==> src/verilog/atm_cfg.svh <==
// ATM controller configuration
// field widths, stored card credentials and the balance loaded at reset

`ifndef ATM_CFG_SVH
`define ATM_CFG_SVH

//////////////////////////////
// field widths
//////////////////////////////
`define ATM_AMOUNT_W   32
`define ATM_PIN_W      4
`define ATM_ACCOUNT_W  16
`define ATM_OPCODE_W   4

//////////////////////////////
// stored credentials
//////////////////////////////
`define ATM_CORRECT_PIN      4'b1010
// only account accepted as a transfer destination
`define ATM_CORRECT_ACCOUNT  16'hD903

// 1,000,000 in the account after reset
`define ATM_OPENING_BALANCE  32'h000F4240

`endif

==> src/verilog/atm_pkg.sv <==
// ATM controller types
// state and opcode encodings shared by the sequencers

`include "atm_cfg.svh"

package atm_pkg;

  // codes not listed here are ignored by the session
  typedef enum logic [`ATM_OPCODE_W-1:0] {
    OP_NONE         = 4'b0000,
    OP_VIEW_BALANCE = 4'b0001,
    OP_WITHDRAW     = 4'b0010,
    OP_DEPOSIT      = 4'b0011,
    OP_TRANSFER     = 4'b0101
  } opcode_t;

  typedef enum logic [3:0] {
    SES_IDLE, SES_INSERT_CARD, SES_CHOOSE_LANGUAGE, SES_ENTER_PIN,
    SES_CHOOSE_TRANSACTION, SES_RUN_TRANSACTION, SES_PRINT_RECEIPT,
    SES_ONE_MORE, SES_EJECT_CARD
  } session_state_t;

  typedef enum logic [3:0] {
    TXN_IDLE, TXN_VIEW_BALANCE, TXN_DEPOSIT, TXN_CONFIRM_DEPOSIT,
    TXN_WITHDRAW, TXN_ENTER_VALUE, TXN_CHECK_FUNDS, TXN_CONFIRM_WITHDRAW,
    TXN_TRANSFER_ENTRY, TXN_CHECK_TRANSFER, TXN_CONFIRM_TRANSFER
  } txn_state_t;

endpackage

==> src/verilog/atm_session_fsm.sv <==
// ATM session sequencer
// takes a card session from insertion and PIN check to card ejection

`timescale 1ns/1ps
`include "atm_cfg.svh"

module atm_session_fsm (
  input  logic                  Clock,
  input  logic                  Reset,
  input  logic                  card_inserted,
  input  logic                  language_chosen,
  input  logic [`ATM_PIN_W-1:0] user_pin,
  input  atm_pkg::opcode_t      opcode,
  input  logic                  receipt,
  input  logic                  another_operation,
  input  logic                  txn_done,
  output logic                  txn_start,
  output atm_pkg::opcode_t      txn_opcode,
  output logic                  usage_finished
);
  import atm_pkg::*;

  session_state_t state;
  session_state_t next_state;
  logic           opcode_valid;

  always_comb begin
    case (opcode)
      OP_VIEW_BALANCE, OP_WITHDRAW, OP_DEPOSIT, OP_TRANSFER: opcode_valid = 1'b1;
      default: opcode_valid = 1'b0;
    endcase
  end

  //////////////////////////////
  // state register
  //////////////////////////////
  always_ff @(posedge Clock or negedge Reset) begin
    if (!Reset) begin
      state <= SES_IDLE;
    end else begin
      state <= next_state;
    end
  end

  always_comb begin
    next_state = state;
    case (state)
      SES_IDLE: begin
        if (card_inserted) next_state = SES_INSERT_CARD;
      end
      SES_INSERT_CARD: next_state = SES_CHOOSE_LANGUAGE;
      SES_CHOOSE_LANGUAGE: begin
        if (language_chosen) next_state = SES_ENTER_PIN;
      end
      SES_ENTER_PIN: begin
        if (user_pin == `ATM_CORRECT_PIN) next_state = SES_CHOOSE_TRANSACTION;
      end
      SES_CHOOSE_TRANSACTION: begin
        if (opcode_valid) next_state = SES_RUN_TRANSACTION;
      end
      // receipt is sampled in the same cycle as txn_done
      SES_RUN_TRANSACTION: begin
        if (txn_done) begin
          next_state = receipt ? SES_PRINT_RECEIPT : SES_ONE_MORE;
        end
      end
      SES_PRINT_RECEIPT: next_state = SES_ONE_MORE;
      SES_ONE_MORE: begin
        next_state = another_operation ? SES_CHOOSE_TRANSACTION : SES_EJECT_CARD;
      end
      SES_EJECT_CARD: next_state = SES_IDLE;
      default: next_state = SES_IDLE;
    endcase
  end

  // start lasts one cycle since the state moves on at the next edge
  assign txn_start      = (state == SES_CHOOSE_TRANSACTION) && opcode_valid;
  assign txn_opcode     = opcode;
  assign usage_finished = (state == SES_EJECT_CARD);

  //////////////////////////////
  // checks
  //////////////////////////////
  a_pin_hold: assert property (
    @(posedge Clock) disable iff (!Reset)
      (state == SES_ENTER_PIN && user_pin != `ATM_CORRECT_PIN) |=> (state == SES_ENTER_PIN)
  );

  a_one_more: assert property (
    @(posedge Clock) disable iff (!Reset)
      (state == SES_ONE_MORE && another_operation) |=> (state == SES_CHOOSE_TRANSACTION)
  );

endmodule

==> src/verilog/atm_transaction_fsm.sv <==
// ATM transaction sequencer
// runs one view, deposit, withdraw or transfer and strobes the ledger

`timescale 1ns/1ps
`include "atm_cfg.svh"

module atm_transaction_fsm (
  input  logic                      Clock,
  input  logic                      Reset,
  input  logic                      txn_start,
  input  atm_pkg::opcode_t          txn_opcode,
  input  logic                      money_deposited,
  input  logic                      quick_list,
  input  logic                      manual_value_entered,
  input  logic [`ATM_AMOUNT_W-1:0]  deposit_value,
  input  logic [`ATM_AMOUNT_W-1:0]  withdraw_value,
  input  logic [`ATM_AMOUNT_W-1:0]  transfer_value,
  input  logic [`ATM_ACCOUNT_W-1:0] account_no,
  input  logic                      funds_ok,
  output logic                      txn_done,
  output logic [`ATM_AMOUNT_W-1:0]  ledger_amount,
  output logic                      ledger_credit,
  output logic                      ledger_debit,
  output logic                      balance_shown,
  output logic                      deposited,
  output logic                      withdrawn,
  output logic                      transferred
);
  import atm_pkg::*;

  txn_state_t state;
  txn_state_t next_state;

  always_ff @(posedge Clock or negedge Reset) begin
    if (!Reset) begin
      state <= TXN_IDLE;
    end else begin
      state <= next_state;
    end
  end

  //////////////////////////////
  // next state
  //////////////////////////////
  always_comb begin
    next_state = state;
    case (state)
      TXN_IDLE: begin
        if (txn_start) begin
          case (txn_opcode)
            OP_VIEW_BALANCE: next_state = TXN_VIEW_BALANCE;
            OP_DEPOSIT:      next_state = TXN_DEPOSIT;
            OP_WITHDRAW:     next_state = TXN_WITHDRAW;
            OP_TRANSFER:     next_state = TXN_TRANSFER_ENTRY;
            default:         next_state = TXN_IDLE;
          endcase
        end
      end
      TXN_DEPOSIT: begin
        if (money_deposited) next_state = TXN_CONFIRM_DEPOSIT;
      end
      TXN_WITHDRAW: begin
        next_state = quick_list ? TXN_CHECK_FUNDS : TXN_ENTER_VALUE;
      end
      TXN_ENTER_VALUE: begin
        if (manual_value_entered) next_state = TXN_CHECK_FUNDS;
      end
      // short of funds goes back for a new amount
      TXN_CHECK_FUNDS: begin
        next_state = funds_ok ? TXN_CONFIRM_WITHDRAW : TXN_WITHDRAW;
      end
      TXN_TRANSFER_ENTRY: begin
        if (account_no == `ATM_CORRECT_ACCOUNT) next_state = TXN_CHECK_TRANSFER;
      end
      TXN_CHECK_TRANSFER: begin
        next_state = funds_ok ? TXN_CONFIRM_TRANSFER : TXN_TRANSFER_ENTRY;
      end
      TXN_VIEW_BALANCE, TXN_CONFIRM_DEPOSIT, TXN_CONFIRM_WITHDRAW, TXN_CONFIRM_TRANSFER: begin
        next_state = TXN_IDLE;
      end
      default: next_state = TXN_IDLE;
    endcase
  end

  // amount follows the value that the current state works on
  always_comb begin
    case (state)
      TXN_DEPOSIT, TXN_CONFIRM_DEPOSIT: ledger_amount = deposit_value;
      TXN_WITHDRAW, TXN_ENTER_VALUE, TXN_CHECK_FUNDS, TXN_CONFIRM_WITHDRAW: begin
        ledger_amount = withdraw_value;
      end
      TXN_TRANSFER_ENTRY, TXN_CHECK_TRANSFER, TXN_CONFIRM_TRANSFER: begin
        ledger_amount = transfer_value;
      end
      default: ledger_amount = '0;
    endcase
  end

  assign balance_shown = (state == TXN_VIEW_BALANCE);
  assign deposited     = (state == TXN_CONFIRM_DEPOSIT);
  assign withdrawn     = (state == TXN_CONFIRM_WITHDRAW);
  assign transferred   = (state == TXN_CONFIRM_TRANSFER);
  assign txn_done      = balance_shown || deposited || withdrawn || transferred;
  assign ledger_credit = deposited;
  assign ledger_debit  = withdrawn || transferred;

  a_manual_entry: assert property (
    @(posedge Clock) disable iff (!Reset)
      (state == TXN_ENTER_VALUE && manual_value_entered) |=> (state == TXN_CHECK_FUNDS)
  );

  a_quick_list: assert property (
    @(posedge Clock) disable iff (!Reset)
      (state == TXN_WITHDRAW && quick_list) |=> (state == TXN_CHECK_FUNDS)
  );

endmodule

==> src/verilog/atm_ledger.sv <==
// ATM account ledger
// holds the balance, applies credits and debits, compares amounts to funds

`timescale 1ns/1ps
`include "atm_cfg.svh"

module atm_ledger (
  input  logic                     Clock,
  input  logic                     Reset,
  input  logic [`ATM_AMOUNT_W-1:0] ledger_amount,
  input  logic                     ledger_credit,
  input  logic                     ledger_debit,
  output logic                     funds_ok,
  output logic [`ATM_AMOUNT_W-1:0] balance
);

  //////////////////////////////
  // balance register
  //////////////////////////////
  always_ff @(posedge Clock or negedge Reset) begin
    if (!Reset) begin
      balance <= `ATM_OPENING_BALANCE;
    end else if (ledger_credit) begin
      balance <= balance + ledger_amount;
    end else if (ledger_debit) begin
      balance <= balance - ledger_amount;
    end
  end

  // an amount equal to the balance is still allowed
  assign funds_ok = (ledger_amount <= balance);

  // funds were checked one cycle earlier, so the debit must still fit
  a_debit_funded: assert property (
    @(posedge Clock) disable iff (!Reset)
      ledger_debit |-> funds_ok
  );

  a_one_strobe: assert property (
    @(posedge Clock) disable iff (!Reset)
      !(ledger_credit && ledger_debit)
  );

endmodule

==> src/verilog/atm_top.sv <==
// ATM controller top level
// session sequencer, transaction sequencer and ledger

`timescale 1ns/1ps
`include "atm_cfg.svh"

module atm_top (
  input  logic                      Clock,
  input  logic                      Reset,
  input  logic                      card_inserted,
  input  logic                      language_chosen,
  input  logic [`ATM_PIN_W-1:0]     user_pin,
  input  atm_pkg::opcode_t          opcode,
  input  logic                      receipt,
  input  logic                      another_operation,
  input  logic                      money_deposited,
  input  logic                      quick_list,
  input  logic                      manual_value_entered,
  input  logic [`ATM_AMOUNT_W-1:0]  deposit_value,
  input  logic [`ATM_AMOUNT_W-1:0]  withdraw_value,
  input  logic [`ATM_AMOUNT_W-1:0]  transfer_value,
  input  logic [`ATM_ACCOUNT_W-1:0] account_no,
  output logic                      usage_finished,
  output logic                      balance_shown,
  output logic                      deposited,
  output logic                      withdrawn,
  output logic                      transferred,
  output logic [`ATM_AMOUNT_W-1:0]  balance
);
  import atm_pkg::*;

  logic                     txn_start;
  opcode_t                  txn_opcode;
  logic                     txn_done;
  logic [`ATM_AMOUNT_W-1:0] ledger_amount;
  logic                     ledger_credit;
  logic                     ledger_debit;
  logic                     funds_ok;

  atm_session_fsm session_i (
    .Clock             (Clock),
    .Reset             (Reset),
    .card_inserted     (card_inserted),
    .language_chosen   (language_chosen),
    .user_pin          (user_pin),
    .opcode            (opcode),
    .receipt           (receipt),
    .another_operation (another_operation),
    .txn_done          (txn_done),
    .txn_start         (txn_start),
    .txn_opcode        (txn_opcode),
    .usage_finished    (usage_finished)
  );

  atm_transaction_fsm txn_i (
    .Clock                (Clock),
    .Reset                (Reset),
    .txn_start            (txn_start),
    .txn_opcode           (txn_opcode),
    .money_deposited      (money_deposited),
    .quick_list           (quick_list),
    .manual_value_entered (manual_value_entered),
    .deposit_value        (deposit_value),
    .withdraw_value       (withdraw_value),
    .transfer_value       (transfer_value),
    .account_no           (account_no),
    .funds_ok             (funds_ok),
    .txn_done             (txn_done),
    .ledger_amount        (ledger_amount),
    .ledger_credit        (ledger_credit),
    .ledger_debit         (ledger_debit),
    .balance_shown        (balance_shown),
    .deposited            (deposited),
    .withdrawn            (withdrawn),
    .transferred          (transferred)
  );

  atm_ledger ledger_i (
    .Clock         (Clock),
    .Reset         (Reset),
    .ledger_amount (ledger_amount),
    .ledger_credit (ledger_credit),
    .ledger_debit  (ledger_debit),
    .funds_ok      (funds_ok),
    .balance       (balance)
  );

endmodule

==> config.mk <==
export PLATFORM = sky130hd
export DESIGN_NAME = atm_top
export DESIGN_NICKNAME = d
export VERILOG_FILES = /design/src/verilog/atm_pkg.sv /design/src/verilog/atm_session_fsm.sv /design/src/verilog/atm_transaction_fsm.sv /design/src/verilog/atm_ledger.sv /design/src/verilog/atm_top.sv
export VERILOG_INCLUDE_DIRS = /design/src /design/src/verilog
export SDC_FILE = /design/constraint.sdc
export NUM_CORES = 1
export LEC_CHECK = 0
export BUFFER_PORTS_ARGS = -buffer_cell sky130_fd_sc_hd__buf_2
export CAP_MARGIN = 20
export CORE_MARGIN = 4
export CORE_UTILIZATION = 30
export CTS_CLUSTER_DIAMETER = 30
export CTS_CLUSTER_SIZE = 30
export DETAILED_ROUTE_END_ITERATION = 8
export PLACE_DENSITY_LB_ADDON = 0.12
export SYNTH_ARGS = -nofsm -noshare
export SYNTH_HDL_FRONTEND = slang
export SYNTH_SLANG_ARGS = --single-unit
==> constraint.sdc <==
create_clock -name Clock -period 4 [get_ports Clock]
set_clock_uncertainty 0.2 [all_clocks]
set_input_delay 0.4 -clock Clock [delete_from_list [all_inputs] [get_ports Clock]]
set_output_delay 0.4 -clock Clock [all_outputs]
set_load 0.02 [all_outputs]
==> impl_metrics.env <==
export IMPL_dr_total_vias=7248
export IMPL_whs_endpoint="txn_i.state[2]"
export IMPL_ys_ff_latch=40
export IMPL_insertedDiodeCount=0
export IMPL_min_delay_start="opcode[0]"
export IMPL_grt_pass1_wl_mm=37.1
export IMPL_hold_path_cell_count=2
export IMPL_dp_worst_slack_ns=-0.177
export IMPL_synthTopCellsByCount="nor2_1 (77), ha_1 (71), inv_1 (69), a21oi_1 (68), nand2_1 (48)"
export IMPL_final_cell_area_um2=8720
export IMPL_die_area_um2=22700
export IMPL_yosys_cell_count_top_type="nor2_1"
export IMPL_ys_flop_type="dfrtp_1"
export IMPL_vdd_ir_drop_max_uv=293
export IMPL_drtAntennaViolNets=0
export IMPL_rsz0062_at_grt="yes"
export IMPL_core_um2=19700
export IMPL_place_area_um2=7850
export IMPL_worst_flop_to_flop_path_startpoint="txn_i.state[2]"
export IMPL_worstMarginPinSlew_ns=1.09
export IMPL_timing_critical_path_arrival_ns=3.89
export IMPL_r2r_setup_slack_ns=0.11
export IMPL_final_replace_weighted_congestion=0.875
export IMPL_cts_root_buffer="clkbuf_16"
export IMPL_synth_enable_flop_cells=0
export IMPL_cts_inserted_buffers=5
export IMPL_met2_wirelength_mm=11.0
export IMPL_initial_utilization_pct=31.0
export IMPL_area_growth_syn_to_layout_pct=42.8
export IMPL_max_slew_margin_pct=27.1
export IMPL_synthDistinctLibCells=87
export IMPL_worstHoldPathType="in -> reg"
export IMPL_placement_io_buffers=165
export IMPL_dp_hpwl_mm=18.5
export IMPL_drive_above_1_share_pct=37.2
export IMPL_total_routed_wirelength_mm=24.7
export IMPL_synthesis_instances=805
export IMPL_rr_worst_depth=16
export IMPL_cp_start_kind="flop"
export IMPL_pin_count=166
export IMPL_remaining_drc_errors=0
export IMPL_post_route_period_util_pct=97.2
export IMPL_pin_count_of_the_biggest_net_entering_global_routing=36
export IMPL_drt_pass1_iter_count=6
export IMPL_vias_in_the_first_global_route=6924
export IMPL_final_max_slew_viol_count=0
export IMPL_route_layer_met1_wl_mm=12.0
export IMPL_timing_hold_ws_ns=0.135
export IMPL_yosys_top_cells_area="ha_1 (15%), dfrtp_1 (14%), a21oi_1 (5.6%)"
export IMPL_clock_latency_ns=0.31
export IMPL_longest_clk_path_bufs=2
export IMPL_worst_endpoint_required_ns=4.00
export IMPL_number_of_setup_violations_in_the_final_report=0
export IMPL_fmax_mhz=257
export IMPL_avgSynthCellArea_um2=7.58
export IMPL_grt_use_total_pct=20.6
export IMPL_post_synth_instance_area_um2=6100
export IMPL_worst_r2r_endpoint="ledger_i.balance[30]"
export IMPL_synth_fp_nets=1007
export IMPL_postSynth_asyncResetShare_pct=100
export IMPL_clock_tree_htree_level_count=2
export IMPL_synth_top_cell_area_share_pct=14.6
export IMPL_worst_setup_slack_final_ns=0.113
export IMPL_fp_dieW_um=151
export IMPL_cts_tree="yes"
export IMPL_crit_type="reg -> reg"
export IMPL_ratio_of_total_power_to_cell_area_nw_per_um2=901
export IMPL_final_period_demand_of_the_worst_path_ns=3.89
export IMPL_num_fill_cells=2041
export IMPL_yosysTopAreaCell="ha_1"
export IMPL_wl_per_cell_um=18.6
export IMPL_maxCapViolations=0
export IMPL_worst_setup_path_end_kind="flop"
export IMPL_fin_total_pwr_w=0.00785
export IMPL_gr_total_overflow=0
export IMPL_final_hold_violation_count=0
export IMPL_synth_sequential_area_ratio_pct=16.5
export IMPL_row_count=51
export IMPL_grt_antenna_before_repair=0
export IMPL_outcome="complete, no violations"
export IMPL_met3RoutedLength_mm=1.55
export IMPL_route_top_layer_used="met4"
export IMPL_detail_route_vias_per_cell=5.46
export IMPL_numClockSinks=40
export IMPL_drt_iter0_drc=524
export IMPL_ys_warnings_count=0
export IMPL_power_leakage_nw=4.12
export IMPL_crit_fanout=7
export IMPL_clk_pin_slew_ns=0.07
export IMPL_final_stage_net_count=1264
export IMPL_dieHeight_um=151
layout by cell type (no fill, tap or decap), drive strengths merged, types with 9 or more instances in the layout:
cell type  netlist  routed
a221o           10      10
a21oi           69      70
a222oi          32      32
o21bai          13      13
nand2b          14      14
a211oi          11      11
a21o            18      18
o21ai           44      44
nor4             9       9
a22oi           15      15
inv             70      70
nor2            77      77
dfrtp           33      33
xnor2           11      11
buf             13     296
nor3            18      18
nor2b           12      12
o211ai          10      10
nand3            9       9
nand2           48      48
o22ai           12      12
a31oi           18      18
ha              71      71
sequential cells by signal, summed over array words and instances (netlist names):
signal / count
session_i.state: 4
ledger_i.balance: 32
txn_i.state: 4
per-stage QoR:
step / setup TNS, ns / util (%) / instances
global route: -0.195 / 44.2 / 1328
global placement: -1.27 / 39.8 / 1281
finish: 0 / 44.2 / 1328
floorplan: 0 / - / 805
CTS: 0 / 41.3 / 1302
detailed placement: -1.47 / 39.8 / 1281
area by class of cell:
class	instances	area, um2	share of cell area (%)
Inverter	71	267	3.06
Timing Repair Buffer	299	1970	22.6
Clock inverter	2	10.0	0.115
Clock buffer	6	139	1.59
Sequential cell	40	1010	11.6
Tap cell	265	332	3.80
Multi-Input combinational cell	645	4990	57.3
layer usage:
layer / GRT usage [%] / vias to the layer above
met4: 4.13 / 0
met3: 2.56 / 8
met1: 29.8 / 3438
met2: 32.9 / 245
li1: - / 3557
met5: 0 / -
repair_timing:
item                                    in CTS  in global routing
endpoints found under the hold margin       14                  0
gates resized for setup                      5                 79
pin swaps                                    9                 60
setup buffers                               11                 25
gates cloned                                 1                  2
endpoints found under the setup margin      17                 18
hold buffers                                 1                  0
cells by family after synthesis:
group                      after synthesis  synth area share [%]
DFF                                     40                  16.5
muxes                                    3                 0.492
AOI/OAI and AO/OA                      313                  37.9
and+or+nand+nor                        239                  19.7
buffers and inverters                  121                  7.81
adders and majority gates               73                  15.2
xor gates and xnor gates                16                  2.30
worst max-delay path by stage:
| stage | from | endpoint | cells past startpoint |
|---|---|---|---|
| 6_report | txn_i.state[2] | ledger_i.balance[30] | 16 |
| 5_1_grt | txn_i.state[2] | ledger_i.balance[30] | 16 |
| 4_1_cts | txn_i.state[3] | ledger_i.balance[31] | 18 |
| 3_5_place_dp | txn_i.state[2] | ledger_i.balance[30] | 12 |
| 3_3_place_gp | txn_i.state[2] | ledger_i.balance[30] | 12 |
| 2_1_floorplan | txn_i.state[2] | ledger_i.balance[29] | 14 |
report_power, final:
group	internal (W)	switching [W]	total, W
logic	0.00292	0.00361	0.00654
registers	0.000601	0.000263	0.000863
clock network	0.000247	0.000204	0.000452
total	0.00377	0.00408	0.00785
worst max-delay path, stage by stage (launching register included):
cell,delay [ns]
dfrtp_1,0.40
buf_6,0.13
nor2b_4,0.13
buf_12,0.14
clkbuf_16,0.16
a222oi_1,0.30
buf_4,0.20
ha_4,0.22
buf_4,0.14
a2111oi_4,0.35
and4_1,0.25
a22oi_2,0.10
o211ai_4,0.25
a31oi_4,0.15
nor4b_4,0.32
mux2i_1,0.11
a32o_1,0.23
Note: power is estimated with default switching activity, not from simulation.
